File: config.mk
export PLATFORM = sky130hd
export DESIGN_NAME = bit_slicer_flat
export DESIGN_NICKNAME = d
export VERILOG_FILES = /design/src/verilog/dsp_cfg_pkg.sv /design/src/verilog/dsp_types_pkg.sv /design/src/verilog/dsp_cfg_if.sv /design/src/verilog/bit_slicer.sv /design/src/flat_wrapper.sv
export VERILOG_INCLUDE_DIRS = /design/src /design/src/verilog
export SDC_FILE = /design/constraint.sdc
export NUM_CORES = 1
export LEC_CHECK = 0
export ABC_CLOCK_PERIOD_IN_PS = 2850
export CAP_MARGIN = 30
export CORE_AREA = 3 3 127 129
export CTS_CLUSTER_DIAMETER = 100
export DETAILED_ROUTE_END_ITERATION = 6
export DIE_AREA = 0 0 130 132
export DONT_BUFFER_PORTS = 1
export PLACE_DENSITY = 0.35
export SLEW_MARGIN = 10
export SYNTH_ARGS = -nofsm -noshare
export SYNTH_HDL_FRONTEND = slang
export SYNTH_SLANG_ARGS = --single-unit
File: constraint.sdc
create_clock -name clk -period 2.85 [get_ports clk]
set_clock_uncertainty 0.15 [all_clocks]
set_input_delay 0.285 -clock clk [delete_from_list [all_inputs] [get_ports clk]]
set_output_delay 0.285 -clock clk [all_outputs]
set_load 0.05 [all_outputs]
File: src/verilog/dsp_defs.svh
`ifndef DSP_DEFS_SVH
`define DSP_DEFS_SVH

// Lanes per word
`define DSP_LANES 4

// ADC code width
`define CODE_W 8

// FFE taps and precisions
`define FFE_TAPS 3
`define WEIGHT_W 8
`define FFE_OUT_W 12
`define SHIFT_W 4

// Channel estimate taps and precisions
`define CHAN_TAPS 3
`define CHAN_W 8
`define EST_W 10

// Error width
`define ERR_W 10

`endif
File: src/verilog/dsp_cfg_pkg.sv
`include "dsp_defs.svh"

package dsp_cfg_pkg;

    typedef enum logic [2:0] {
        CFG_FFE_WEIGHT = 3'd0,
        CFG_CHAN_TAP   = 3'd1,
        CFG_THRESH     = 3'd2,
        CFG_FFE_SHIFT  = 3'd3,
        CFG_CHAN_SHIFT = 3'd4,
        CFG_ALIGN      = 3'd5
    } cfg_kind_e;

    // Table entry types
    typedef logic signed [`WEIGHT_W-1:0] weight_t;
    typedef logic signed [`CHAN_W-1:0] chan_t;
    typedef logic [`SHIFT_W-1:0] shift_t;
    typedef logic [$clog2(`DSP_LANES)-1:0] align_t;

    // Weights and channel taps
    typedef struct packed {
        logic [7:0]         lane;
        logic [7:0]         tap;
        logic signed [15:0] value;
    } cfg_tap_t;

    // Thresholds, shifts, align position
    typedef struct packed {
        logic [7:0]         lane;
        logic signed [23:0] value;
    } cfg_scalar_t;

    typedef union packed {
        cfg_tap_t    tap;
        cfg_scalar_t scalar;
    } cfg_word_u;

endpackage

File: src/verilog/dsp_types_pkg.sv
`include "dsp_defs.svh"

package dsp_types_pkg;

    // One ADC code
    typedef logic signed [`CODE_W-1:0] code_t;

    // One equalized value
    typedef logic signed [`FFE_OUT_W-1:0] ffe_out_t;

    // One rebuilt code and one error
    typedef logic signed [`EST_W-1:0] est_t;
    typedef logic signed [`ERR_W-1:0] err_t;

    // Detector choice: 0 none, 1 this bit, 2 this bit and the one before
    typedef logic [1:0] pos_t;

    // Word-wide buses, lane 0 is earliest in serial order
    typedef code_t [`DSP_LANES-1:0] code_word_t;
    typedef logic  [`DSP_LANES-1:0] bit_word_t;
    typedef err_t  [`DSP_LANES-1:0] err_word_t;
    typedef pos_t  [`DSP_LANES-1:0] pos_word_t;

endpackage

File: src/verilog/dsp_cfg_if.sv
`include "dsp_defs.svh"

interface dsp_cfg_if
    import dsp_types_pkg::*;
    import dsp_cfg_pkg::*;
();

    weight_t  [`DSP_LANES-1:0][`FFE_TAPS-1:0]  weight;
    chan_t    [`DSP_LANES-1:0][`CHAN_TAPS-1:0] chan;
    ffe_out_t [`DSP_LANES-1:0]                 thresh;
    shift_t   [`DSP_LANES-1:0]                 ffe_shift;
    shift_t   [`DSP_LANES-1:0]                 chan_shift;
    align_t                                    align_pos;

    // Input strobe delayed one to four cycles
    logic v_ffe;
    logic v_slice;
    logic v_chan;
    logic v_det;

    modport ctrl (
        output weight, chan, thresh, ffe_shift, chan_shift, align_pos,
        output v_ffe, v_slice, v_chan, v_det
    );

    modport dp (
        input weight, chan, thresh, ffe_shift, chan_shift, align_pos,
        input v_ffe, v_slice, v_chan, v_det
    );

endinterface

File: src/verilog/bit_slicer.sv
`include "dsp_defs.svh"

module bit_slicer
    import dsp_types_pkg::*;
(
    input  logic                      clk,
    input  logic                      reset_i,
    dsp_cfg_if.dp                     cfg,
    input  ffe_out_t [`DSP_LANES-1:0] eq_i,
    output bit_word_t                 bits_o
);

    bit_word_t               raw;
    bit_word_t               prev_q;
    logic [2*`DSP_LANES-1:0] ser;
    logic [2*`DSP_LANES-1:0] shifted;

    always_comb begin
        ffe_out_t eq;
        ffe_out_t th;
        for (int l = 0; l < `DSP_LANES; l++) begin
            eq     = eq_i[l];
            th     = cfg.thresh[l];
            raw[l] = eq >= th;
        end
    end

    always_ff @(posedge clk) begin
        if (reset_i) begin
            prev_q <= '0;
        end else if (cfg.v_slice) begin
            prev_q <= raw;
        end
    end

    // Window starts at lane 0 of the previous raw word
    assign ser     = {raw, prev_q};
    assign shifted = ser >> cfg.align_pos;

    always_ff @(posedge clk) begin
        if (cfg.v_slice) begin
            bits_o <= shifted[`DSP_LANES-1:0];
        end
    end

endmodule

File: src/flat_wrapper.sv
// flat-port wrapper written by rule: the top's interface ports become plain ports
module bit_slicer_flat import dsp_types_pkg::*;
  (clk, reset_i, eq_i, bits_o, cfg_weight, cfg_chan, cfg_thresh, cfg_ffe_shift, cfg_chan_shift, cfg_align_pos, cfg_v_ffe, cfg_v_slice, cfg_v_chan, cfg_v_det);
  dsp_cfg_if cfg_i ();
  input  logic clk;
  input  logic reset_i;
  input  ffe_out_t [`DSP_LANES-1:0] eq_i;
  output bit_word_t bits_o;
  input wire logic [$bits(cfg_i.weight)-1:0] cfg_weight;
  input wire logic [$bits(cfg_i.chan)-1:0] cfg_chan;
  input wire logic [$bits(cfg_i.thresh)-1:0] cfg_thresh;
  input wire logic [$bits(cfg_i.ffe_shift)-1:0] cfg_ffe_shift;
  input wire logic [$bits(cfg_i.chan_shift)-1:0] cfg_chan_shift;
  input wire logic [$bits(cfg_i.align_pos)-1:0] cfg_align_pos;
  input wire logic [$bits(cfg_i.v_ffe)-1:0] cfg_v_ffe;
  input wire logic [$bits(cfg_i.v_slice)-1:0] cfg_v_slice;
  input wire logic [$bits(cfg_i.v_chan)-1:0] cfg_v_chan;
  input wire logic [$bits(cfg_i.v_det)-1:0] cfg_v_det;
  assign cfg_i.weight = cfg_weight;
  assign cfg_i.chan = cfg_chan;
  assign cfg_i.thresh = cfg_thresh;
  assign cfg_i.ffe_shift = cfg_ffe_shift;
  assign cfg_i.chan_shift = cfg_chan_shift;
  assign cfg_i.align_pos = cfg_align_pos;
  assign cfg_i.v_ffe = cfg_v_ffe;
  assign cfg_i.v_slice = cfg_v_slice;
  assign cfg_i.v_chan = cfg_v_chan;
  assign cfg_i.v_det = cfg_v_det;
  bit_slicer u_core (.clk(clk), .reset_i(reset_i), .cfg(cfg_i), .eq_i(eq_i), .bits_o(bits_o));
endmodule
==> results.toml <==
[run_status]
outcome = "finished clean"

[drt]
route.met2.wl_um = 2130
viasPerCell = 3.69
wl_per_cell_um = 13.8
drt_iter0_markers = 26
drt_first_pass_iters = 4
ant_nets = 0
topRoutingLayerUsed = "met5"
wirelength_um = 5480
m1WireLength_um = 2270
drc = 0
vias = 1462
met3_length_um = 883

[floorplan]
coreArea_sq_um = 15100
start_util_pct = 10.7
die_area_sq_um = 17200
row_count = 45
fp.dieH_um = 132
die_w_um = 130
ios = 332

[synth]
synth_top_area_share_pct = 36.9
syn_area_sq_um = 1630
syn-num-nets = 576
synth.distinct_cells = 34
synth_top_area_cell = "ha_1"
yosysWarnings = 0
yosysSeqAreaShare_pct = 12.3
synth_seq_cells = 8
synthTopCellsByArea = "ha_1 37%, inv_1 12%, edfxtp_1 7.4%, dfxtp_1 4.9%, a21oi_1 4.6%"
syn_avg_cell_area_sq_um = 8.14
synthCells = 200

[sta]
fin_crit_ns = 2.24
worstMarginPinSlew_ns = 0.490
hold_violations = 0
worst_slack_ns = 0.610
finalSetupTns_ns = 0
rsz0062_at_grt = "false"
slew_headroom_pct = 66.9
max_freq_ghz = 0.446
finalSetupViolCount = 0
fin_crit_sh_pct = 78.6
final.hold.worst_slack_ns = 0.0128
drv_slew = 0

[cells_and_area]
syn_to_final_growth_pct = 20.8
final_cell_mix = "51 x inv_1, 48 x ha_1, 15 x a21oi_1, 12 x o21ai_0, 10 x nor2_1"
layout.cells.most_common = "inv_1"
drive_gt1_share_pct = 3.90
utilization_pct = 13.0
nets = 583

[placement]
dp_slack_ns = 0.365
dp_hpwl_um = 5170
gp_congestion = 0.702
io_buffers = 0

[global_routing]
grt_pass1_wl_um = 8060
grtUsageTotal_pct = 6.27
antenna_found_initial = 11
grt-ovfl-total = 0
grt_pass1_vias = 1517
grt_max_degree = 12

[setup_path]
critical_path_arrival_ns = 2.05
cp-end-kind = "flip-flop"
cp_max_fo = 2
criticalPathCategory = "in -> reg"
startpoint_type = "input port"
required_ns = 2.66

[clock_tree]
clkTransAtPathRegs_ns = 0.04
cts.sink_count = 8
insertion_delay_ns = 0.23
cts_setup_buffers = 0
numCtsBuffers = 3
cts_max_level = 1
cts_tree = "built"
clockRootBuffer = "clkbuf_16"
ctsResizeCount = 0
clockBufferDepth = 2

[power]
ir_worst_vdd_v = 0.000124
power-per-cell-area_nw_per_um2 = 303
fin_total_pwr_w = 0.000595
p_leak_nw = 0.976

[min_path]
hold_class = "in -> reg"

[job]
drv_cap = 0
[report_power, final]
part,switching (W),internal [W]
logic,0.0000996,0.0000941
registers,0.0000299,0.000137
clock network,0.0000545,0.000181
[state kept, by name (all words and copies together), names as in the netlist]
| signal | count |
|---|---|
| u_core.bits_o | 4 |
| u_core.prev_q | 4 |
[critical path, cell delays in order]
cell and delay, ns:
inv_1 0.02, ha_1 0.30, a21o_1 0.18, a21o_1 0.17
a211oi_2 0.21, o21ai_1 0.10, o31a_1 0.29, mux4_1 0.50
[per-layer routing]
metal / up-vias / GRT usage [%]
met5: - / 0
met4: 14 / 1.91
met3: 20 / 5.55
met2: 77 / 8.65
met1: 624 / 7.05
li1: 727 / -
[through the flow]
step           instance area, sq um  cells
2_1_floorplan                  1630    200
3_3_place_gp                   1860    388
4_1_cts                        1960    393
6_report                       1970    396
5_1_grt                        1960    395
3_5_place_dp                   1860    388
[cell usage after synthesis (all sizes together)]
cell and number:
mux2i 1, nand4 7, dfxtp 4, a211oi 5
o311ai 1, o311a 1, ha 48, inv 51
and4 1, nor2 10, edfxtp 4, a21o 5
nor2b 2, a21boi 1, mux4 4, nand2 7
o211ai 1, o21a 3, a21oi 15, nor4b 1
nand3 3, o21bai 3, o31a 1, a41oi 1
a41o 1, nor4 2, nand2b 3, o31ai 1
o21ai 13
[final cells by class]
class	count	area, sq um
Inverter	51	191
Sequential cell	8	200
Timing Repair Buffer	2	20.0
Multi-Input combinational cell	141	1240
Antenna cell	3	7.51
Clock buffer	3	75.1
Tap cell	188	235
Fill cell	1708	13200
[worst paths after layout]
path,cells after the start,end,slack [ns],startpoint
hold reg to reg,2,u_core.prev_q[1],0.35,u_core.prev_q[1]
setup / recovery,8,u_core.bits_o[3],0.61,cfg_thresh[17]
setup reg to reg,1,u_core.bits_o[2],1.60,u_core.prev_q[3]
hold / removal,0,u_core.bits_o[2],0.01,cfg_v_slice
[kinds of logic (layout without fill, tap and decap cells)]
family / count (synthesis) / count (layout) / synth area share (%)
AO/OA/AOI/OAI: 52 / 52 / 20.8
buffers and inverters: 51 / 56 / 11.8
adder cells (fa/ha/maj): 48 / 48 / 36.9
AND/OR/NAND/NOR: 36 / 36 / 11.7
flip-flops: 8 / 8 / 12.3
multiplexers: 5 / 5 / 6.61
other: 0 / 3 / 0
[repair_timing]
action / in CTS / in global routing
endpoints found under the hold margin: 4 / 0
endpoints found under the setup margin: 0 / 0
hold buffers: 2 / 0
(Power assumes the default switching activity.)
