[src/verilog/dsp_defs.svh]
`ifndef DSP_DEFS_SVH
`define DSP_DEFS_SVH

// Lanes per word
`define DSP_LANES 4

// ADC code width
`define CODE_W 8

// FFE taps and precisions
`define FFE_TAPS 3
`define WEIGHT_W 8
`define FFE_OUT_W 12
`define SHIFT_W 4

// Channel estimate taps and precisions
`define CHAN_TAPS 3
`define CHAN_W 8
`define EST_W 10

// Error width
`define ERR_W 10

`endif
[src/verilog/dsp_cfg_pkg.sv]
`include "dsp_defs.svh"

package dsp_cfg_pkg;

    typedef enum logic [2:0] {
        CFG_FFE_WEIGHT = 3'd0,
        CFG_CHAN_TAP   = 3'd1,
        CFG_THRESH     = 3'd2,
        CFG_FFE_SHIFT  = 3'd3,
        CFG_CHAN_SHIFT = 3'd4,
        CFG_ALIGN      = 3'd5
    } cfg_kind_e;

    // Table entry types
    typedef logic signed [`WEIGHT_W-1:0] weight_t;
    typedef logic signed [`CHAN_W-1:0] chan_t;
    typedef logic [`SHIFT_W-1:0] shift_t;
    typedef logic [$clog2(`DSP_LANES)-1:0] align_t;

    // Weights and channel taps
    typedef struct packed {
        logic [7:0]         lane;
        logic [7:0]         tap;
        logic signed [15:0] value;
    } cfg_tap_t;

    // Thresholds, shifts, align position
    typedef struct packed {
        logic [7:0]         lane;
        logic signed [23:0] value;
    } cfg_scalar_t;

    typedef union packed {
        cfg_tap_t    tap;
        cfg_scalar_t scalar;
    } cfg_word_u;

endpackage

[src/verilog/dsp_types_pkg.sv]
`include "dsp_defs.svh"

package dsp_types_pkg;

    // One ADC code
    typedef logic signed [`CODE_W-1:0] code_t;

    // One equalized value
    typedef logic signed [`FFE_OUT_W-1:0] ffe_out_t;

    // One rebuilt code and one error
    typedef logic signed [`EST_W-1:0] est_t;
    typedef logic signed [`ERR_W-1:0] err_t;

    // Detector choice: 0 none, 1 this bit, 2 this bit and the one before
    typedef logic [1:0] pos_t;

    // Word-wide buses, lane 0 is earliest in serial order
    typedef code_t [`DSP_LANES-1:0] code_word_t;
    typedef logic  [`DSP_LANES-1:0] bit_word_t;
    typedef err_t  [`DSP_LANES-1:0] err_word_t;
    typedef pos_t  [`DSP_LANES-1:0] pos_word_t;

endpackage

[src/verilog/dsp_cfg_if.sv]
`include "dsp_defs.svh"

interface dsp_cfg_if
    import dsp_types_pkg::*;
    import dsp_cfg_pkg::*;
();

    weight_t  [`DSP_LANES-1:0][`FFE_TAPS-1:0]  weight;
    chan_t    [`DSP_LANES-1:0][`CHAN_TAPS-1:0] chan;
    ffe_out_t [`DSP_LANES-1:0]                 thresh;
    shift_t   [`DSP_LANES-1:0]                 ffe_shift;
    shift_t   [`DSP_LANES-1:0]                 chan_shift;
    align_t                                    align_pos;

    // Input strobe delayed one to four cycles
    logic v_ffe;
    logic v_slice;
    logic v_chan;
    logic v_det;

    modport ctrl (
        output weight, chan, thresh, ffe_shift, chan_shift, align_pos,
        output v_ffe, v_slice, v_chan, v_det
    );

    modport dp (
        input weight, chan, thresh, ffe_shift, chan_shift, align_pos,
        input v_ffe, v_slice, v_chan, v_det
    );

endinterface

[src/verilog/channel_error.sv]
`include "dsp_defs.svh"

module channel_error
    import dsp_types_pkg::*;
    import dsp_cfg_pkg::*;
(
    input  logic       clk,
    input  logic       reset_i,
    dsp_cfg_if.dp      cfg,
    input  bit_word_t  bits_i,
    input  code_word_t codes_i,
    output err_word_t  err_o,
    output bit_word_t  bits_o
);

    localparam int SUM_W = `CHAN_W + $clog2(`CHAN_TAPS) + 1;

    code_word_t              p0_q;
    code_word_t              p1_q;
    code_word_t              p2_q;
    code_word_t              d1_q;
    code_word_t              d2_q;
    bit_word_t               prev_q;
    logic [2*`DSP_LANES-1:0] ser;
    err_word_t               err_d;

    // Brings the accepted word up to the v_chan edge
    always_ff @(posedge clk) begin
        p0_q <= codes_i;
        p1_q <= p0_q;
        p2_q <= p1_q;
    end

    // Two-word code delay and previous bits
    always_ff @(posedge clk) begin
        if (reset_i) begin
            prev_q <= '0;
            d1_q   <= '0;
            d2_q   <= '0;
        end else if (cfg.v_chan) begin
            prev_q <= bits_i;
            d1_q   <= p2_q;
            d2_q   <= d1_q;
        end
    end

    assign ser = {bits_i, prev_q};

    always_comb begin
        logic signed [SUM_W-1:0] acc;
        logic signed [SUM_W-1:0] sh;
        chan_t                   h;
        est_t                    est;
        code_t                   c;
        for (int l = 0; l < `DSP_LANES; l++) begin
            acc = '0;
            for (int k = 0; k < `CHAN_TAPS; k++) begin
                h = cfg.chan[l][k];
                // Bit 1 is symbol +1, bit 0 is -1
                if (ser[`DSP_LANES + l - k]) begin
                    acc = acc + SUM_W'(h);
                end else begin
                    acc = acc - SUM_W'(h);
                end
            end
            sh       = acc >>> cfg.chan_shift[l];
            est      = sh[`EST_W-1:0];
            c        = d2_q[l];
            err_d[l] = `ERR_W'(est) - `ERR_W'(c);
        end
    end

    always_ff @(posedge clk) begin
        if (cfg.v_chan) begin
            err_o  <= err_d;
            bits_o <= bits_i;
        end
    end

endmodule

[src/flat_wrapper.sv]
// flat-port wrapper written by rule: the top's interface ports become plain ports
module channel_error_flat import dsp_types_pkg::*; import dsp_cfg_pkg::*;
  (clk, reset_i, bits_i, codes_i, err_o, bits_o, cfg_weight, cfg_chan, cfg_thresh, cfg_ffe_shift, cfg_chan_shift, cfg_align_pos, cfg_v_ffe, cfg_v_slice, cfg_v_chan, cfg_v_det);
  dsp_cfg_if cfg_i ();
  input  logic clk;
  input  logic reset_i;
  input  bit_word_t bits_i;
  input  code_word_t codes_i;
  output err_word_t err_o;
  output bit_word_t bits_o;
  input wire logic [$bits(cfg_i.weight)-1:0] cfg_weight;
  input wire logic [$bits(cfg_i.chan)-1:0] cfg_chan;
  input wire logic [$bits(cfg_i.thresh)-1:0] cfg_thresh;
  input wire logic [$bits(cfg_i.ffe_shift)-1:0] cfg_ffe_shift;
  input wire logic [$bits(cfg_i.chan_shift)-1:0] cfg_chan_shift;
  input wire logic [$bits(cfg_i.align_pos)-1:0] cfg_align_pos;
  input wire logic [$bits(cfg_i.v_ffe)-1:0] cfg_v_ffe;
  input wire logic [$bits(cfg_i.v_slice)-1:0] cfg_v_slice;
  input wire logic [$bits(cfg_i.v_chan)-1:0] cfg_v_chan;
  input wire logic [$bits(cfg_i.v_det)-1:0] cfg_v_det;
  assign cfg_i.weight = cfg_weight;
  assign cfg_i.chan = cfg_chan;
  assign cfg_i.thresh = cfg_thresh;
  assign cfg_i.ffe_shift = cfg_ffe_shift;
  assign cfg_i.chan_shift = cfg_chan_shift;
  assign cfg_i.align_pos = cfg_align_pos;
  assign cfg_i.v_ffe = cfg_v_ffe;
  assign cfg_i.v_slice = cfg_v_slice;
  assign cfg_i.v_chan = cfg_v_chan;
  assign cfg_i.v_det = cfg_v_det;
  channel_error u_core (.clk(clk), .reset_i(reset_i), .cfg(cfg_i), .bits_i(bits_i), .codes_i(codes_i), .err_o(err_o), .bits_o(bits_o));
endmodule
[config.mk]
export PLATFORM = sky130hd
export DESIGN_NAME = channel_error_flat
export DESIGN_NICKNAME = d
export VERILOG_FILES = /design/src/verilog/dsp_cfg_pkg.sv /design/src/verilog/dsp_types_pkg.sv /design/src/verilog/dsp_cfg_if.sv /design/src/verilog/channel_error.sv /design/src/flat_wrapper.sv
export VERILOG_INCLUDE_DIRS = /design/src /design/src/verilog
export SDC_FILE = /design/constraint.sdc
export NUM_CORES = 1
export LEC_CHECK = 0
export BUFFER_PORTS_ARGS = -buffer_cell sky130_fd_sc_hd__buf_2
export CAP_MARGIN = 0
export CORE_MARGIN = 2
export CORE_UTILIZATION = 50
export DETAILED_ROUTE_END_ITERATION = 12
export PLACE_DENSITY = 0.75
export SYNTH_ARGS = -nofsm -noshare
export SYNTH_HDL_FRONTEND = slang
export SYNTH_SLANG_ARGS = --single-unit
export TNS_END_PERCENT = 100
[constraint.sdc]
create_clock -name clk -period 18.3 [get_ports clk]
set_clock_uncertainty 0.15 [all_clocks]
set_input_delay 0.915 -clock clk [delete_from_list [all_inputs] [get_ports clk]]
set_output_delay 0.915 -clock clk [all_outputs]
set_load 0.01 [all_outputs]
==> results.ini <==
[critical_path]
critical_path.top_delay_family=compound AO/OA/AOI/OAI gates
slowest_stage=xnor2_2
cp_max_fo=31
cpPeakStageDelay_ns=0.48
critical_path_buf_inv_count=1
worstPathRequired_ns=18.39
end_kind=flip-flop
arrival_ns=7.27
worstSetupPathType=input pin to flip-flop
r2r_setup_slack_ns=11.84
worstSetupStartpointType=input pin

[clock_network]
postCtsSetupBuffers=0
root_buffer=clkbuf_16
clkLatencyLatePin_ns=0.50
ctsHtreeMaxLevel=1
tritoncts=done
cts_buffer_depth=3
cts_made_buffers=22
clkTransAtPathRegs_ns=0.06
cts_resized=0
cts.sinks=206
postCtsHoldBufs=0

[layout]
drive_above_1_share_pct=16.5
nets=2223
fillCellCount=2483
areaGrowthSynthToFinish_pct=14.3
finalInstanceArea_um2=16400
insertedDiodeCount=0

[global_routing]
use_met2_pct=33.2
track_usage_pct=20.8
grt.overflow.total=0
grt_use_met1_pct=30.0
grt_pass1_wl_mm=52.9
grtUsageMet3_pct=2.98
grt_max_degree=69
busiest_layer=met2
grt_pass1_vias=11000
antenna_found_initial=0

[logic_synthesis]
ys_warn_count=0
synth_top_cell_by_area=dfxtp_1
synth_nets=2052
syn-cell-area_um2=14300
synth_cells=1596
ys_types=87
seq_area_frac_synth_pct=31.9
avgSynthCellArea_um2=8.98
synth_edf_count=44
yosysMostFrequentCell=nor2_1
synth_top_cell_area_share_pct=22.6
synth_seq_cells=206
yosys_most_used_dff=dfxtp_1
async_reset_ff_share_pct=0
synth.area.top_cells=dfxtp_1, ha_1, edfxtp_1, mux2i_1, xnor2_1
ys_top_cells_by_count=nor2_1, dfxtp_1, ha_1, inv_1, a21oi_1

[sta]
relSlewSlack_pct=26.4
tns_ns=0
post-route-period-util_pct=39.2
clock.fmax_ghz=0.139
setup_ws_ns=11.12
slew_violations=0
rsz0062_at_grt=no
worst_pin_slew_ns=1.10
setup_viol_count_final=0
period_needed_ns=7.18
final_hold_viol_count=0

[pwr]
p_leak_nw=7.26
swShare_pct=40.5
seq_power_share_pct=24.3
total_power_w=0.00247
cellInternalPower_w=0.00147
p_clk_share_pct=18.7
combPwrFrac_pct=56.9
power_density_nw_per_um2=151
ir_drop_mv=0.0911
p_switching_w=0.00100

[die]
die_height_um=173
pin_count=360
dieArea_um2=30000
die-width_um=173
start_util_pct=51.1
coreArea_um2=28000
rows=61

[place]
post-place-ws_ns=10.62
io_buffer_count=194
hpwl_mm=25.3
placed_cell_area_um2=15600
gp_congestion=0.868

[route]
wl_per_cell_um=15.0
vias_per_cell=5.41
ant_nets=0
totalWireLength_mm=32.4
route.detailed.drc=0
first_pass_iters=7
drt_iter0_drc=636
vias=11700

[flow_run]
max-cap-violations=0

[min_path]
hp-class=flip-flop to flip-flop

[outcome]
outcome=finished clean

## cells in the final DEF, fill, tap and decap left out, types with 5 or more instances in the layout
cell type  netlist  routed
nand3b_1         9       9
o211ai_1        12      12
nor3_1          48      48
nand3_1         10      10
nor4_1          13      13
o21a_1           6       6
a21o_1          22      22
o21ai_1         19      19
a311o_1          6       6
a21oi_1        113     113
and2_1           5       5
a31oi_1         24      24
nand2b_1         7       7
fa_1            12      12
xnor2_1         88      88
clkbuf_16        0      24
ha_1           128     128
o21ai_0         44      44
nor2_1         201     201
o21bai_1        24      24
mux2_2          24      24
dfxtp_1        162     162
buf_2            3     193
or3_1            8       8
nand2_1         69      69
edfxtp_1        44      44
mux4_2          11      11
xor2_1          88      88
a211oi_1        17      17
inv_1          127     127
mux2i_1         85      85
nor2b_1         22      22
## sequential cells by signal, summed over array words and instances, names as in the netlist
name           flops
u_core.err_o      40
u_core.d1_q       32
u_core.d2_q       32
u_core.p0_q       32
u_core.p1_q       32
u_core.p2_q       32
u_core.bits_o      4
u_core.prev_q      2
## final cells by class
class	instances	area [um2]	area share, %
clock buffers	28	646	3.94
well taps	378	473	2.89
flip-flops and latches	206	4560	27.9
repair buffers	197	1000	6.11
clock inverters	12	128	0.779
multi-input cells	1210	9070	55.4
inverters	130	488	2.98
## logic make-up (layout without fill, tap and decap cells)
kind of cell	Yosys count	count (layout)	synth area share [%]
and+or+nand+nor	416	416	13.4
AOI/OAI and AO/OA	351	351	15.9
DFF	206	206	31.9
xor gates and xnor gates	182	182	11.5
buffers and inverters	180	367	4.79
adders and majority gates	140	140	12.9
muxes	121	121	9.63
## power by group through the flow
stage	registers, W	logic (W)	clock network [W]
6_report	0.000602	0.00141	0.000464
2_1_floorplan	0.000624	0.00105	0
3_3_place_gp	0.000610	0.00136	0
5_1_grt	0.000607	0.00157	0.000495
4_1_cts	0.000602	0.00140	0.000477
3_5_place_dp	0.000610	0.00138	0
## per-stage QoR
stage          utilization, %  hold WS (ns)  instances
3_5_place_dp             55.7         0.162       2121
3_3_place_gp             55.7         0.161       2121
2_1_floorplan               -         0.160       1596
6_report                 58.5         0.174       2161
4_1_cts                  58.5         0.173       2161
5_1_grt                  58.5         0.174       2161
## final timing paths
| path | cells after the start | endpoint | from |
|---|---|---|---|
| worst max-delay path | 27 | u_core.err_o[19] | bits_i[1] |
| worst min-delay path | 0 | u_core.p2_q[17] | u_core.p1_q[17] |
| worst min register to register | 0 | u_core.p2_q[17] | u_core.p1_q[17] |
| worst max register to register | 26 | u_core.err_o[9] | u_core.prev_q[3] |
## per-layer routing
metal	vias to the layer above	routed length (um)
met2	316	14000
met3	39	1890
met5	-	0
met1	5361	16000
met4	0	554
li1	5977	-
No activity file was read; power rests on OpenSTA's default activity.
