--- src/verilog/dsp_defs.svh ---
`ifndef DSP_DEFS_SVH
`define DSP_DEFS_SVH

// Lanes per word
`define DSP_LANES 4

// ADC code width
`define CODE_W 8

// FFE taps and precisions
`define FFE_TAPS 3
`define WEIGHT_W 8
`define FFE_OUT_W 12
`define SHIFT_W 4

// Channel estimate taps and precisions
`define CHAN_TAPS 3
`define CHAN_W 8
`define EST_W 10

// Error width
`define ERR_W 10

`endif
--- src/verilog/dsp_cfg_pkg.sv ---
`include "dsp_defs.svh"

package dsp_cfg_pkg;

    typedef enum logic [2:0] {
        CFG_FFE_WEIGHT = 3'd0,
        CFG_CHAN_TAP   = 3'd1,
        CFG_THRESH     = 3'd2,
        CFG_FFE_SHIFT  = 3'd3,
        CFG_CHAN_SHIFT = 3'd4,
        CFG_ALIGN      = 3'd5
    } cfg_kind_e;

    // Table entry types
    typedef logic signed [`WEIGHT_W-1:0] weight_t;
    typedef logic signed [`CHAN_W-1:0] chan_t;
    typedef logic [`SHIFT_W-1:0] shift_t;
    typedef logic [$clog2(`DSP_LANES)-1:0] align_t;

    // Weights and channel taps
    typedef struct packed {
        logic [7:0]         lane;
        logic [7:0]         tap;
        logic signed [15:0] value;
    } cfg_tap_t;

    // Thresholds, shifts, align position
    typedef struct packed {
        logic [7:0]         lane;
        logic signed [23:0] value;
    } cfg_scalar_t;

    typedef union packed {
        cfg_tap_t    tap;
        cfg_scalar_t scalar;
    } cfg_word_u;

endpackage

--- src/verilog/dsp_types_pkg.sv ---
`include "dsp_defs.svh"

package dsp_types_pkg;

    // One ADC code
    typedef logic signed [`CODE_W-1:0] code_t;

    // One equalized value
    typedef logic signed [`FFE_OUT_W-1:0] ffe_out_t;

    // One rebuilt code and one error
    typedef logic signed [`EST_W-1:0] est_t;
    typedef logic signed [`ERR_W-1:0] err_t;

    // Detector choice: 0 none, 1 this bit, 2 this bit and the one before
    typedef logic [1:0] pos_t;

    // Word-wide buses, lane 0 is earliest in serial order
    typedef code_t [`DSP_LANES-1:0] code_word_t;
    typedef logic  [`DSP_LANES-1:0] bit_word_t;
    typedef err_t  [`DSP_LANES-1:0] err_word_t;
    typedef pos_t  [`DSP_LANES-1:0] pos_word_t;

endpackage

--- src/verilog/dsp_cfg_if.sv ---
`include "dsp_defs.svh"

interface dsp_cfg_if
    import dsp_types_pkg::*;
    import dsp_cfg_pkg::*;
();

    weight_t  [`DSP_LANES-1:0][`FFE_TAPS-1:0]  weight;
    chan_t    [`DSP_LANES-1:0][`CHAN_TAPS-1:0] chan;
    ffe_out_t [`DSP_LANES-1:0]                 thresh;
    shift_t   [`DSP_LANES-1:0]                 ffe_shift;
    shift_t   [`DSP_LANES-1:0]                 chan_shift;
    align_t                                    align_pos;

    // Input strobe delayed one to four cycles
    logic v_ffe;
    logic v_slice;
    logic v_chan;
    logic v_det;

    modport ctrl (
        output weight, chan, thresh, ffe_shift, chan_shift, align_pos,
        output v_ffe, v_slice, v_chan, v_det
    );

    modport dp (
        input weight, chan, thresh, ffe_shift, chan_shift, align_pos,
        input v_ffe, v_slice, v_chan, v_det
    );

endinterface

--- src/verilog/error_detector.sv ---
`include "dsp_defs.svh"

module error_detector
    import dsp_types_pkg::*;
    import dsp_cfg_pkg::*;
(
    input  logic      clk,
    input  logic      reset_i,
    dsp_cfg_if.dp     cfg,
    input  err_word_t err_i,
    input  bit_word_t bits_i,
    output pos_word_t err_pos_o,
    output bit_word_t bits_o,
    output err_word_t err_o
);

    localparam int DIFF_W = `ERR_W + 3;
    localparam int SQ_W   = 2 * DIFF_W;

    bit_word_t               prev_q;
    logic [2*`DSP_LANES-1:0] ser;
    pos_word_t               pos_d;

    always_ff @(posedge clk) begin
        if (reset_i) begin
            prev_q <= '0;
        end else if (cfg.v_det) begin
            prev_q <= bits_i;
        end
    end

    // Lane 0 looks back into the previous word
    assign ser = {bits_i, prev_q};

    always_comb begin
        logic signed [DIFF_W-1:0] e;
        logic signed [DIFF_W-1:0] inj_s;
        logic signed [DIFF_W-1:0] inj_p;
        logic signed [DIFF_W-1:0] d1;
        logic signed [DIFF_W-1:0] d2;
        logic signed [SQ_W-1:0]   cost0;
        logic signed [SQ_W-1:0]   cost1;
        logic signed [SQ_W-1:0]   cost2;
        logic signed [SQ_W-1:0]   best;
        err_t                     err;
        chan_t                    h0;
        chan_t                    h1;
        for (int l = 0; l < `DSP_LANES; l++) begin
            err = err_i[l];
            h0  = cfg.chan[l][0];
            h1  = cfg.chan[l][1];
            e   = DIFF_W'(err);
            // A flip moves the symbol by two
            inj_s = DIFF_W'(h0) <<< 1;
            inj_p = DIFF_W'(h1) <<< 1;
            if (!ser[`DSP_LANES + l]) begin
                inj_s = -inj_s;
            end
            if (!ser[`DSP_LANES + l - 1]) begin
                inj_p = -inj_p;
            end
            d1    = e - inj_s;
            d2    = d1 - inj_p;
            cost0 = SQ_W'(e) * SQ_W'(e);
            cost1 = SQ_W'(d1) * SQ_W'(d1);
            cost2 = SQ_W'(d2) * SQ_W'(d2);
            // Strict compares keep the lower index on a tie
            pos_d[l] = 2'd0;
            best     = cost0;
            if (cost1 < best) begin
                pos_d[l] = 2'd1;
                best     = cost1;
            end
            if (cost2 < best) begin
                pos_d[l] = 2'd2;
            end
        end
    end

    always_ff @(posedge clk) begin
        if (cfg.v_det) begin
            err_pos_o <= pos_d;
            bits_o    <= bits_i;
            err_o     <= err_i;
        end
    end

endmodule

--- src/flat_wrapper.sv ---
// flat-port wrapper written by rule: the top's interface ports become plain ports
module error_detector_flat import dsp_types_pkg::*; import dsp_cfg_pkg::*;
  (clk, reset_i, err_i, bits_i, err_pos_o, bits_o, err_o, cfg_weight, cfg_chan, cfg_thresh, cfg_ffe_shift, cfg_chan_shift, cfg_align_pos, cfg_v_ffe, cfg_v_slice, cfg_v_chan, cfg_v_det);
  dsp_cfg_if cfg_i ();
  input  logic clk;
  input  logic reset_i;
  input  err_word_t err_i;
  input  bit_word_t bits_i;
  output pos_word_t err_pos_o;
  output bit_word_t bits_o;
  output err_word_t err_o;
  input wire logic [$bits(cfg_i.weight)-1:0] cfg_weight;
  input wire logic [$bits(cfg_i.chan)-1:0] cfg_chan;
  input wire logic [$bits(cfg_i.thresh)-1:0] cfg_thresh;
  input wire logic [$bits(cfg_i.ffe_shift)-1:0] cfg_ffe_shift;
  input wire logic [$bits(cfg_i.chan_shift)-1:0] cfg_chan_shift;
  input wire logic [$bits(cfg_i.align_pos)-1:0] cfg_align_pos;
  input wire logic [$bits(cfg_i.v_ffe)-1:0] cfg_v_ffe;
  input wire logic [$bits(cfg_i.v_slice)-1:0] cfg_v_slice;
  input wire logic [$bits(cfg_i.v_chan)-1:0] cfg_v_chan;
  input wire logic [$bits(cfg_i.v_det)-1:0] cfg_v_det;
  assign cfg_i.weight = cfg_weight;
  assign cfg_i.chan = cfg_chan;
  assign cfg_i.thresh = cfg_thresh;
  assign cfg_i.ffe_shift = cfg_ffe_shift;
  assign cfg_i.chan_shift = cfg_chan_shift;
  assign cfg_i.align_pos = cfg_align_pos;
  assign cfg_i.v_ffe = cfg_v_ffe;
  assign cfg_i.v_slice = cfg_v_slice;
  assign cfg_i.v_chan = cfg_v_chan;
  assign cfg_i.v_det = cfg_v_det;
  error_detector u_core (.clk(clk), .reset_i(reset_i), .cfg(cfg_i), .err_i(err_i), .bits_i(bits_i), .err_pos_o(err_pos_o), .bits_o(bits_o), .err_o(err_o));
endmodule
--- config.mk ---
export PLATFORM = sky130hd
export DESIGN_NAME = error_detector_flat
export DESIGN_NICKNAME = d
export VERILOG_FILES = /design/src/verilog/dsp_cfg_pkg.sv /design/src/verilog/dsp_types_pkg.sv /design/src/verilog/dsp_cfg_if.sv /design/src/verilog/error_detector.sv /design/src/flat_wrapper.sv
export VERILOG_INCLUDE_DIRS = /design/src /design/src/verilog
export SDC_FILE = /design/constraint.sdc
export NUM_CORES = 2
export LEC_CHECK = 0
export BUFFER_PORTS_ARGS = -buffer_cell sky130_fd_sc_hd__buf_2
export CAP_MARGIN = 20
export CORE_ASPECT_RATIO = 1.5
export CORE_UTILIZATION = 55
export DETAILED_ROUTE_END_ITERATION = 10
export GPL_TIMING_DRIVEN = 0
export PLACE_DENSITY_LB_ADDON = 0.3
export SLEW_MARGIN = 30
export SYNTH_ARGS = -nofsm -noshare
export SYNTH_HDL_FRONTEND = slang
export SYNTH_SLANG_ARGS = --single-unit
--- constraint.sdc ---
create_clock -name clk -period 14.3 [get_ports clk]
set_input_delay 2.86 -clock clk [delete_from_list [all_inputs] [get_ports clk]]
set_output_delay 2.86 -clock clk [all_outputs]
set_load 0.05 [all_outputs]
==> results_dict.tcl <==
set metrics [dict create \
    yosysMostFrequentCell "inv_1" \
    clock_skew_ps 1.98 \
    num_vias 54909 \
    clockBufferDepth 2 \
    grt_max_degree 44 \
    synth_area_leaders "fa_1 41%, ha_1 19%, inv_1 9.7%" \
    critical_path.endpoint_type "flop" \
    timing.rr.end "u_core.err_pos_o[0]" \
    cts.sinks 53 \
    vias_per_cell 5.56 \
    yosys.area_share.adder 0.600 \
    crit_top_cell "o21a_1" \
    synthFlopType "edfxtp_1" \
    fmax_mhz 70.9 \
    max_slew.worst_pin.slew_ps 1040 \
    ios 376 \
    drive_gt1_frac 0.0750 \
    cts_htree_levels 2 \
    synthMuxAreaShare 0.00661 \
    critPathRequiredTime_ps 14450 \
    ys.warnings.count 0 \
    grt_usage 0.284 \
    ys_seq_area_frac 0.0223 \
    setup_viol 0 \
    avgSynthCellArea_sq_um 8.94 \
    synthTopCellsByCount "1836 x inv_1, 1452 x fa_1, 1072 x ha_1" \
    yosys.area_share.simple 0.119 \
    wl_mm 177 \
    netlist_area_sq_um 70800 \
    ctsHoldBuffers 0 \
    relSlewSlack 0.301 \
    r2r_cells 39 \
    synth_top_area_share 0.410 \
    grt_setup_unrepaired "true" \
    nets 11015 \
    root_buffer "clkbuf_16" \
    cts_buffers 5 \
    final_antenna_net_count 0 \
    core-area_sq_um 127000 \
    grt_pass1_vias 59889 \
    fill_cells 11027 \
    cap_viol_max_count 0 \
    die_h_um 441 \
    postSynthCellCount 7923 \
    synthXorXnorAreaFrac 0.0562 \
    synth_compound_area_frac 0.0892 \
    min_path_type "flop to flop" \
    initial_core_util 0.556 \
    path_clk_slew_ps 120 \
    post_drt_wl_per_cell_um 18.0 \
    path_max_fanout 6 \
    die_area_sq_um 130000 \
    drc 0 \
    grt_overflow_total 0 \
    async_flop_share 0 \
    area_growth_syn_to_layout_pct 7.94 \
    regArea_sq_um 1580 \
    critical_path_class "primary input to flop" \
    synth_cell_types 86 \
    insertion_delay_ps 390 \
    antenna_found_initial 16 \
    gp_congestion 0.937 \
    final_cells 9879 \
    worst_setup_path_start_kind "primary input" \
    grt_pass1_wl_mm 293 \
    ff2ff_setup_slack_ps 4090 \
    crit_path_max_incr_delay_ps 590 \
    dp_hpwl_mm 152 \
    drtPass1Iterations 6 \
    crit_start "cfg_chan[0]" \
    r2r-start "u_core.prev_q[3]" \
    multiInputGateArea_sq_um 63200 \
    synth_top_family_by_area "adder cells" \
    hold_viol 0 \
    crit_end "u_core.err_pos_o[0]" \
    crit_arrival_ps 14250 \
    cts_tree "yes" \
    synth_enable_flop_cells 52 \
    drv_slew 0 \
    rows 160 \
    fp.dieW_um 295 \
    min_period_ps 14110 \
    timing.setup.tns_ps 0 \
    status "complete, no violations" \
    fin_crit_sh 0.986 \
    placedCellCount 9787 \
    ys_ff_latch 53 \
    port-buffer-count 162 \
    drt_iter0_markers 2459 \
    crit_path_top_delay_cell "fa_1" \
    syn_nets 10771 \
    yosys.area.top_type "fa_1" \
]
## routing by layer
metal / global-route usage / part of all wire / up-vias
li1: - / - / 25265
met1: 0.310 / 0.35 / 27582
met2: 0.535 / 0.54 / 1534
met3: 0.0313 / 0.048 / 516
met4: 0.150 / 0.062 / 12
met5: 0 / 0.00041 / -
## critical path, delay by kind of cell
kind            cells  cell delay [ps]
compound gates     21             3740
fa+ha+maj          11             4210
mux                 1              150
simple gates       10             2230
xor+xnor            1              290
buf+inv             7              760
## cells by family (layout without fill, tap and decap cells)
family	Yosys count	after routing
adder cells (fa/ha/maj)	2524	2524
multiplexers	46	46
buffers and inverters	2009	2254
XOR/XNOR	451	451
other	0	10
AO/OA/AOI/OAI	974	974
flip-flops	53	53
AND/OR/NAND/NOR	1866	1866
## cell type report
cell class                      instances  area share
Sequential cell                        53      0.0207
Tap cell                             1701      0.0278
Antenna cell                           10    0.000327
Timing Repair Buffer                  246      0.0199
Inverter                             1879      0.0935
Clock buffer                            6     0.00169
Buffer                                119     0.00869
Timing Repair inverter                  2    0.000131
Multi-Input combinational cell       5861       0.827
Clock inverter                          2    0.000507
## worst min path at each step
stage                     startpoint               end  depth (start not counted)
floorplan           u_core.prev_q[3]  u_core.prev_q[3]                          3
global placement    u_core.prev_q[3]  u_core.prev_q[3]                          3
detailed placement  u_core.prev_q[3]  u_core.prev_q[3]                          3
CTS                 u_core.prev_q[3]  u_core.prev_q[3]                          3
global route        u_core.prev_q[3]  u_core.prev_q[3]                          3
finish              u_core.prev_q[3]  u_core.prev_q[3]                          3
## state kept, by name, indices dropped and copies added, names as in the netlist
name / flops
u_core.prev_q: 1
u_core.bits_o: 4
u_core.err_pos_o: 8
u_core.err_o: 40
## layout by cell type, fill, tap and decap left out, types with 26 or more instances in the layout
master    instances
buf_4            88
edfxtp_1         52
nor2b_1          61
xnor2_1         300
inv_1          1827
clkbuf_1         67
nand2_1         575
fa_1           1448
a31oi_1          26
and2_1           93
a21o_1          122
nand3_1          69
xor2_1           96
a21oi_1         288
o21ai_0         138
buf_2           164
or3_1            33
o21a_1          115
and3_1           43
or2_2            33
nor3_1          115
nand2b_1         78
ha_1           1059
o21bai_1         28
nor2_1          631
mux2i_1          36
nand4_1          32
## through the flow
step                hold WS (ps)  utilization  setup WS [ps]  cell area [sq um]
finish                       895        0.600            194              76400
detailed placement           871        0.581          -3220              74000
global placement             870        0.579          -3120              73800
global route                 951        0.600           -123              76400
floorplan                    730            -            276              70800
CTS                          893        0.589          0.634              75000
## repair_timing
action                     in CTS  in global routing
pin swaps                      15                 66
gates resized for setup       164                239
buffers inserted               27                 56
gates cloned                    0                  2
setup endpoints to repair       8                  8
Power is left out: the tool's default activity adds up to more than one toggle a clock period on the data nets, which glitch-free logic cannot reach.
