[src/verilog/dsp_defs.svh]
`ifndef DSP_DEFS_SVH
`define DSP_DEFS_SVH

// Lanes per word
`define DSP_LANES 4

// ADC code width
`define CODE_W 8

// FFE taps and precisions
`define FFE_TAPS 3
`define WEIGHT_W 8
`define FFE_OUT_W 12
`define SHIFT_W 4

// Channel estimate taps and precisions
`define CHAN_TAPS 3
`define CHAN_W 8
`define EST_W 10

// Error width
`define ERR_W 10

`endif
[src/verilog/dsp_cfg_pkg.sv]
`include "dsp_defs.svh"

package dsp_cfg_pkg;

    typedef enum logic [2:0] {
        CFG_FFE_WEIGHT = 3'd0,
        CFG_CHAN_TAP   = 3'd1,
        CFG_THRESH     = 3'd2,
        CFG_FFE_SHIFT  = 3'd3,
        CFG_CHAN_SHIFT = 3'd4,
        CFG_ALIGN      = 3'd5
    } cfg_kind_e;

    // Table entry types
    typedef logic signed [`WEIGHT_W-1:0] weight_t;
    typedef logic signed [`CHAN_W-1:0] chan_t;
    typedef logic [`SHIFT_W-1:0] shift_t;
    typedef logic [$clog2(`DSP_LANES)-1:0] align_t;

    // Weights and channel taps
    typedef struct packed {
        logic [7:0]         lane;
        logic [7:0]         tap;
        logic signed [15:0] value;
    } cfg_tap_t;

    // Thresholds, shifts, align position
    typedef struct packed {
        logic [7:0]         lane;
        logic signed [23:0] value;
    } cfg_scalar_t;

    typedef union packed {
        cfg_tap_t    tap;
        cfg_scalar_t scalar;
    } cfg_word_u;

endpackage

[src/verilog/dsp_types_pkg.sv]
`include "dsp_defs.svh"

package dsp_types_pkg;

    // One ADC code
    typedef logic signed [`CODE_W-1:0] code_t;

    // One equalized value
    typedef logic signed [`FFE_OUT_W-1:0] ffe_out_t;

    // One rebuilt code and one error
    typedef logic signed [`EST_W-1:0] est_t;
    typedef logic signed [`ERR_W-1:0] err_t;

    // Detector choice: 0 none, 1 this bit, 2 this bit and the one before
    typedef logic [1:0] pos_t;

    // Word-wide buses, lane 0 is earliest in serial order
    typedef code_t [`DSP_LANES-1:0] code_word_t;
    typedef logic  [`DSP_LANES-1:0] bit_word_t;
    typedef err_t  [`DSP_LANES-1:0] err_word_t;
    typedef pos_t  [`DSP_LANES-1:0] pos_word_t;

endpackage

[src/verilog/dsp_cfg_if.sv]
`include "dsp_defs.svh"

interface dsp_cfg_if
    import dsp_types_pkg::*;
    import dsp_cfg_pkg::*;
();

    weight_t  [`DSP_LANES-1:0][`FFE_TAPS-1:0]  weight;
    chan_t    [`DSP_LANES-1:0][`CHAN_TAPS-1:0] chan;
    ffe_out_t [`DSP_LANES-1:0]                 thresh;
    shift_t   [`DSP_LANES-1:0]                 ffe_shift;
    shift_t   [`DSP_LANES-1:0]                 chan_shift;
    align_t                                    align_pos;

    // Input strobe delayed one to four cycles
    logic v_ffe;
    logic v_slice;
    logic v_chan;
    logic v_det;

    modport ctrl (
        output weight, chan, thresh, ffe_shift, chan_shift, align_pos,
        output v_ffe, v_slice, v_chan, v_det
    );

    modport dp (
        input weight, chan, thresh, ffe_shift, chan_shift, align_pos,
        input v_ffe, v_slice, v_chan, v_det
    );

endinterface

[src/verilog/ffe_filter.sv]
`include "dsp_defs.svh"

module ffe_filter
    import dsp_types_pkg::*;
    import dsp_cfg_pkg::*;
(
    input  logic                      clk,
    input  logic                      reset_i,
    dsp_cfg_if.dp                     cfg,
    input  code_word_t                codes_i,
    output ffe_out_t [`DSP_LANES-1:0] eq_o
);

    localparam int SUM_W = `CODE_W + `WEIGHT_W + $clog2(`FFE_TAPS);

    code_word_t                in_q;
    code_word_t                prev_q;
    code_t [2*`DSP_LANES-1:0]  ser;
    ffe_out_t [`DSP_LANES-1:0] eq_d;

    // Input word, consumed on the following v_ffe
    always_ff @(posedge clk) begin
        in_q <= codes_i;
    end

    always_ff @(posedge clk) begin
        if (reset_i) begin
            prev_q <= '0;
        end else if (cfg.v_ffe) begin
            prev_q <= in_q;
        end
    end

    // Previous word below the current one in serial order
    assign ser = {in_q, prev_q};

    always_comb begin
        logic signed [SUM_W-1:0] acc;
        logic signed [SUM_W-1:0] sh;
        weight_t                 w;
        code_t                   c;
        for (int l = 0; l < `DSP_LANES; l++) begin
            acc = '0;
            for (int k = 0; k < `FFE_TAPS; k++) begin
                w   = cfg.weight[l][k];
                c   = ser[`DSP_LANES + l - k];
                acc = acc + SUM_W'(w) * SUM_W'(c);
            end
            sh      = acc >>> cfg.ffe_shift[l];
            eq_d[l] = sh[`FFE_OUT_W-1:0];
        end
    end

    always_ff @(posedge clk) begin
        if (cfg.v_ffe) begin
            eq_o <= eq_d;
        end
    end

endmodule

[src/flat_wrapper.sv]
// flat-port wrapper written by rule: the top's interface ports become plain ports
module ffe_filter_flat import dsp_types_pkg::*; import dsp_cfg_pkg::*;
  (clk, reset_i, codes_i, eq_o, cfg_weight, cfg_chan, cfg_thresh, cfg_ffe_shift, cfg_chan_shift, cfg_align_pos, cfg_v_ffe, cfg_v_slice, cfg_v_chan, cfg_v_det);
  dsp_cfg_if cfg_i ();
  input  logic clk;
  input  logic reset_i;
  input  code_word_t codes_i;
  output ffe_out_t [`DSP_LANES-1:0] eq_o;
  input wire logic [$bits(cfg_i.weight)-1:0] cfg_weight;
  input wire logic [$bits(cfg_i.chan)-1:0] cfg_chan;
  input wire logic [$bits(cfg_i.thresh)-1:0] cfg_thresh;
  input wire logic [$bits(cfg_i.ffe_shift)-1:0] cfg_ffe_shift;
  input wire logic [$bits(cfg_i.chan_shift)-1:0] cfg_chan_shift;
  input wire logic [$bits(cfg_i.align_pos)-1:0] cfg_align_pos;
  input wire logic [$bits(cfg_i.v_ffe)-1:0] cfg_v_ffe;
  input wire logic [$bits(cfg_i.v_slice)-1:0] cfg_v_slice;
  input wire logic [$bits(cfg_i.v_chan)-1:0] cfg_v_chan;
  input wire logic [$bits(cfg_i.v_det)-1:0] cfg_v_det;
  assign cfg_i.weight = cfg_weight;
  assign cfg_i.chan = cfg_chan;
  assign cfg_i.thresh = cfg_thresh;
  assign cfg_i.ffe_shift = cfg_ffe_shift;
  assign cfg_i.chan_shift = cfg_chan_shift;
  assign cfg_i.align_pos = cfg_align_pos;
  assign cfg_i.v_ffe = cfg_v_ffe;
  assign cfg_i.v_slice = cfg_v_slice;
  assign cfg_i.v_chan = cfg_v_chan;
  assign cfg_i.v_det = cfg_v_det;
  ffe_filter u_core (.clk(clk), .reset_i(reset_i), .cfg(cfg_i), .codes_i(codes_i), .eq_o(eq_o));
endmodule
[config.mk]
export PLATFORM = sky130hd
export DESIGN_NAME = ffe_filter_flat
export DESIGN_NICKNAME = d
export VERILOG_FILES = /design/src/verilog/dsp_cfg_pkg.sv /design/src/verilog/dsp_types_pkg.sv /design/src/verilog/dsp_cfg_if.sv /design/src/verilog/ffe_filter.sv /design/src/flat_wrapper.sv
export VERILOG_INCLUDE_DIRS = /design/src /design/src/verilog
export SDC_FILE = /design/constraint.sdc
export NUM_CORES = 2
export LEC_CHECK = 0
export BUFFER_PORTS_ARGS = -buffer_cell sky130_fd_sc_hd__buf_2
export CAP_MARGIN = 20
export CELL_PAD_IN_SITES_DETAIL_PLACEMENT = 1
export CELL_PAD_IN_SITES_GLOBAL_PLACEMENT = 1
export CORE_AREA = 2 2 280 282
export DETAILED_ROUTE_END_ITERATION = 10
export DIE_AREA = 0 0 282 284
export PLACE_DENSITY = 0.92
export SLEW_MARGIN = 20
export SYNTH_ARGS = -nofsm -noshare
export SYNTH_HDL_FRONTEND = slang
export SYNTH_SLANG_ARGS = --single-unit
[constraint.sdc]
create_clock -name clk -period 20.3 [get_ports clk]
set_input_delay 3.045 -clock clk [delete_from_list [all_inputs] [get_ports clk]]
set_output_delay 3.045 -clock clk [all_outputs]
set_load 0.1 [all_outputs]
==> impl_summary.md <==
Synthesis
After Yosys synthesis, XOR and XNOR cells account for 5.33% of the synthesized area. Of all flip-flops after synthesis, the portion carrying an async set or reset was 0%. The area fraction in and, or, nand and nor cells after synthesis is 15.7%. The dominant combinational cell family by area after synthesis is adder cells.

The share of synthesized cell area in full adder, half adder and majority cells is 49.4%. The synthesized netlist devotes 9.26% of its cell area to compound gates. The dominant register cell in the synthesized netlist is sky130_fd_sc_hd__edfxtp_1. Counting flops with a built-in enable in the synthesized netlist gives 48.

The sequential share of the synthesized area is 6.05%. Sorting the synthesized cells by area gives the leading types as sky130_fd_sc_hd__fa_1 (37%), sky130_fd_sc_hd__ha_1 (13%), sky130_fd_sc_hd__inv_1 (9.8%). The netlist uses 84 different library cells. The net count of the mapped netlist is 5984. The average instance in the mapped netlist occupies 8.75 um^2. During synthesis, Yosys emitted a total of 0 warnings. The biggest area consumer among synthesized cells is sky130_fd_sc_hd__fa_1. The flip-flop and latch count after synthesis is 96. The synthesized netlist occupies a cell area of 39700 um^2. The portion of synthesized area spent on multiplexers is 2.96%. The share of synthesized area in the top cell type comes to 36.7%. In the synthesized netlist, the number of instances is 4540.

STA
The setup clock skew after layout is 0.0342 ns. Dividing the final minimum period by the clock period gives 55.7%. Subtracting the final worst setup slack from the clock period gives 11.32 ns.

The number of endpoints failing setup at the final stage is 0. The accumulated negative setup slack is 0 ns. The number of max-slew violations in the final report is 0. The number of endpoints with negative hold slack in the final report was 0. Setup repair after global routing left no endpoint under its margin. The slew of the pin with the lowest slew margin is 1.22 ns. Static timing analysis puts the maximum clock frequency at 88.4 MHz. The headroom to the max-slew limit is 18.6%.

CTS
The number of setup buffers added after CTS is 0. The number of clock buffers added by TritonCTS is 9. The hold-fix buffer count after cts is 0. The source-to-sink clock delay at the later pin of the worst-skew pair is 0.46 ns.

After clock tree synthesis, the clock-pin slew on the worst setup and hold paths is 0.12 ns. The clock net in this run drives a total of 96 sinks. The CTS tree is done. The worst-case clock buffer depth is 2. The number of instances resized during post-cts repair is 0. The number of H-tree levels is 3. CTS placed an instance of sky130_fd_sc_hd__clkbuf_16 at the clock tree root.

Critical path
The data required time of the worst path is 20.47 ns. The capturing element type of the critical path is a flop. On the critical path, the stage with the largest delay is an instance of sky130_fd_sc_hd__nor3b_1. Counting both buffers and inverters, the worst setup path holds a total of 3. Along the worst path, the maximum fanout reaches 8. In this design, the stage delay of the slowest critical-path cell is 0.64 ns.

STA classifies the critical path startpoint as a primary input. The most repeated library cell on the critical path is sky130_fd_sc_hd__fa_1. The class of the most critical setup path is in -> reg. The data arrival time at the worst-slack endpoint is 11.48 ns. The critical path's top delay family is adder cells.

Global route
The overall routing resource usage is 33.9%. Summed over all layers, the global routing overflow is 0. The maximum number of pins on one net before global-route repair is 65. The first-pass GRT wire length is 212000 um. The number of antenna violations at the first check in global routing came to 28. The number of global-route vias before repair is 39200.

Finish
The filler cells instantiated in the layout total 9097. The share of cells above drive strength 1 is 6.38%. The multi-input combinational cell area is 32900 um^2. The area used by sequential logic in the layout is 2400 um^2. The layout-stage area growth over the synthesis result is 5.62%.

At the end of the flow, the number of nets in the layout was 6082.

Floorplan
The die extent in y is 284 um. The floorplan step defined a core boundary enclosing 77000 um^2. The x dimension of the die is 282 um. The count of pins on the block boundary is 360. The number of cell rows is 102. The area of the die is 80100 um^2. The initial utilization of the core area, before any placement, comes to 51.6%.

Route
The detailed router finished its first iteration with 2230 violations. The first detailed-routing pass ran for 5 iterations. For this run, design rule violations remaining after detail routing come to 0. In this run the remaining antenna-violating nets after routing total 0.

The via count is 33500. After detailed routing, the number of vias per cell comes to 5.87. The post-detailed-route wirelength per cell is 23.2 um. The sum of routed wire length over all layers is 133000 um.

Worst hold path
The worst hold path class is reg -> reg.

Outcome
The flow ran to the end, and the final reports show no timing, DRC or antenna violations.

Place
At the end of routability-driven placement, the weighted congestion stood at 0.881. During placement, the flow inserted port buffers numbering 194. The HPWL after detailed placement is 103000 um.

Flow run
Max-cap violations in this run came to 0.
[logic make-up after synthesis]
kind of cell | after synthesis
compound gates | 551
xor+xnor | 241
fa+ha+maj | 1132
buf+inv | 1168
flops | 96
mux | 103
simple gates | 1249
[synthesized netlist by cell type, drive strengths merged, types with 9 or more instances]
cell,number
and3,9
o21ai,100
nand2b,132
nand3,37
buf,15
xor2,70
and2,306
a211o,9
mux4,10
inv,1042
o211ai,23
a21o,54
ha,404
o21bai,19
nor2b,27
o31ai,10
mux2i,80
nand2,468
xnor2,171
nor3,50
or3,10
nor4,9
clkbuf,109
a31oi,14
a211oi,40
mux2,13
fa,728
dfxtp,48
nor2,136
o21a,27
or2,31
edfxtp,48
o22ai,9
a21oi,156
[stage by stage]
stage / area (um^2) / utilization, % / instances / worst slack [ns] / hold WS (ns)
after global routing: 41900 / 54.5 / 5702 / 8.60 / 0.731
after floorplan: 39700 / - / 4540 / 10.48 / 0.536
after CTS: 41900 / 54.4 / 5683 / 9.37 / 0.688
after detailed placement: 41600 / 54.0 / 5667 / 9.18 / 0.660
final: 41900 / 54.5 / 5705 / 8.98 / 0.678
after global placement: 41600 / 54.0 / 5667 / 9.57 / 0.640
[final cells by class]
class | count | share of cell area (%)
Multi-Input combinational cell | 3276 | 78.3
Inverter | 1044 | 9.34
Sequential cell | 96 | 5.73
Tap cell | 1040 | 3.10
Timing Repair Buffer | 211 | 2.62
Clock buffer | 9 | 0.537
Clock inverter | 7 | 0.224
Antenna cell | 22 | 0.131
[metal layers]
metal	global-route usage, %	vias to the layer above	part of all wire, %
li1	-	14300	-
met1	37.3	17000	35
met2	59.4	1527	51
met3	4.95	618	6.0
met4	24.3	16	7.9
met5	0	-	0.075
[layout by cell type (no fill, tap or decap), types with 80 or more instances in the layout]
cell and n:
sky130_fd_sc_hd__nand2_1 468, sky130_fd_sc_hd__xnor2_1 171, sky130_fd_sc_hd__nor2_1 136, sky130_fd_sc_hd__buf_2 193, sky130_fd_sc_hd__o21ai_0 98, sky130_fd_sc_hd__and2_1 306
sky130_fd_sc_hd__a21oi_1 155, sky130_fd_sc_hd__nand2b_1 132, sky130_fd_sc_hd__mux2i_1 80, sky130_fd_sc_hd__inv_1 1042, sky130_fd_sc_hd__fa_1 728, sky130_fd_sc_hd__ha_1 404
[registers in the layout, summed over array words and instances (netlist names)]
| register | count |
|---|---|
| u_core.eq_o | 48 |
| u_core.in_q | 32 |
| u_core.prev_q | 16 |
[worst min-delay path, stage by stage, from the launching register on]
cell	delay (ns)
sky130_fd_sc_hd__dfxtp_1	0.44
sky130_fd_sc_hd__mux2i_1	0.18
sky130_fd_sc_hd__nor2_1	0.05
[path summary, 6_finish.rpt]
kind | from | end | slack (ns) | depth (start not counted)
hold reg to reg | u_core.in_q[24] | u_core.prev_q[24] | 0.68 | 2
setup reg to reg | u_core.in_q[1] | u_core.eq_o[16] | 10.80 | 29
hold / removal | u_core.in_q[24] | u_core.prev_q[24] | 0.68 | 2
setup / recovery | cfg_weight[35] | u_core.eq_o[16] | 8.98 | 29
Power is left out: the tool's default activity adds up to more than one toggle a clock period on the data nets, which glitch-free logic cannot reach.
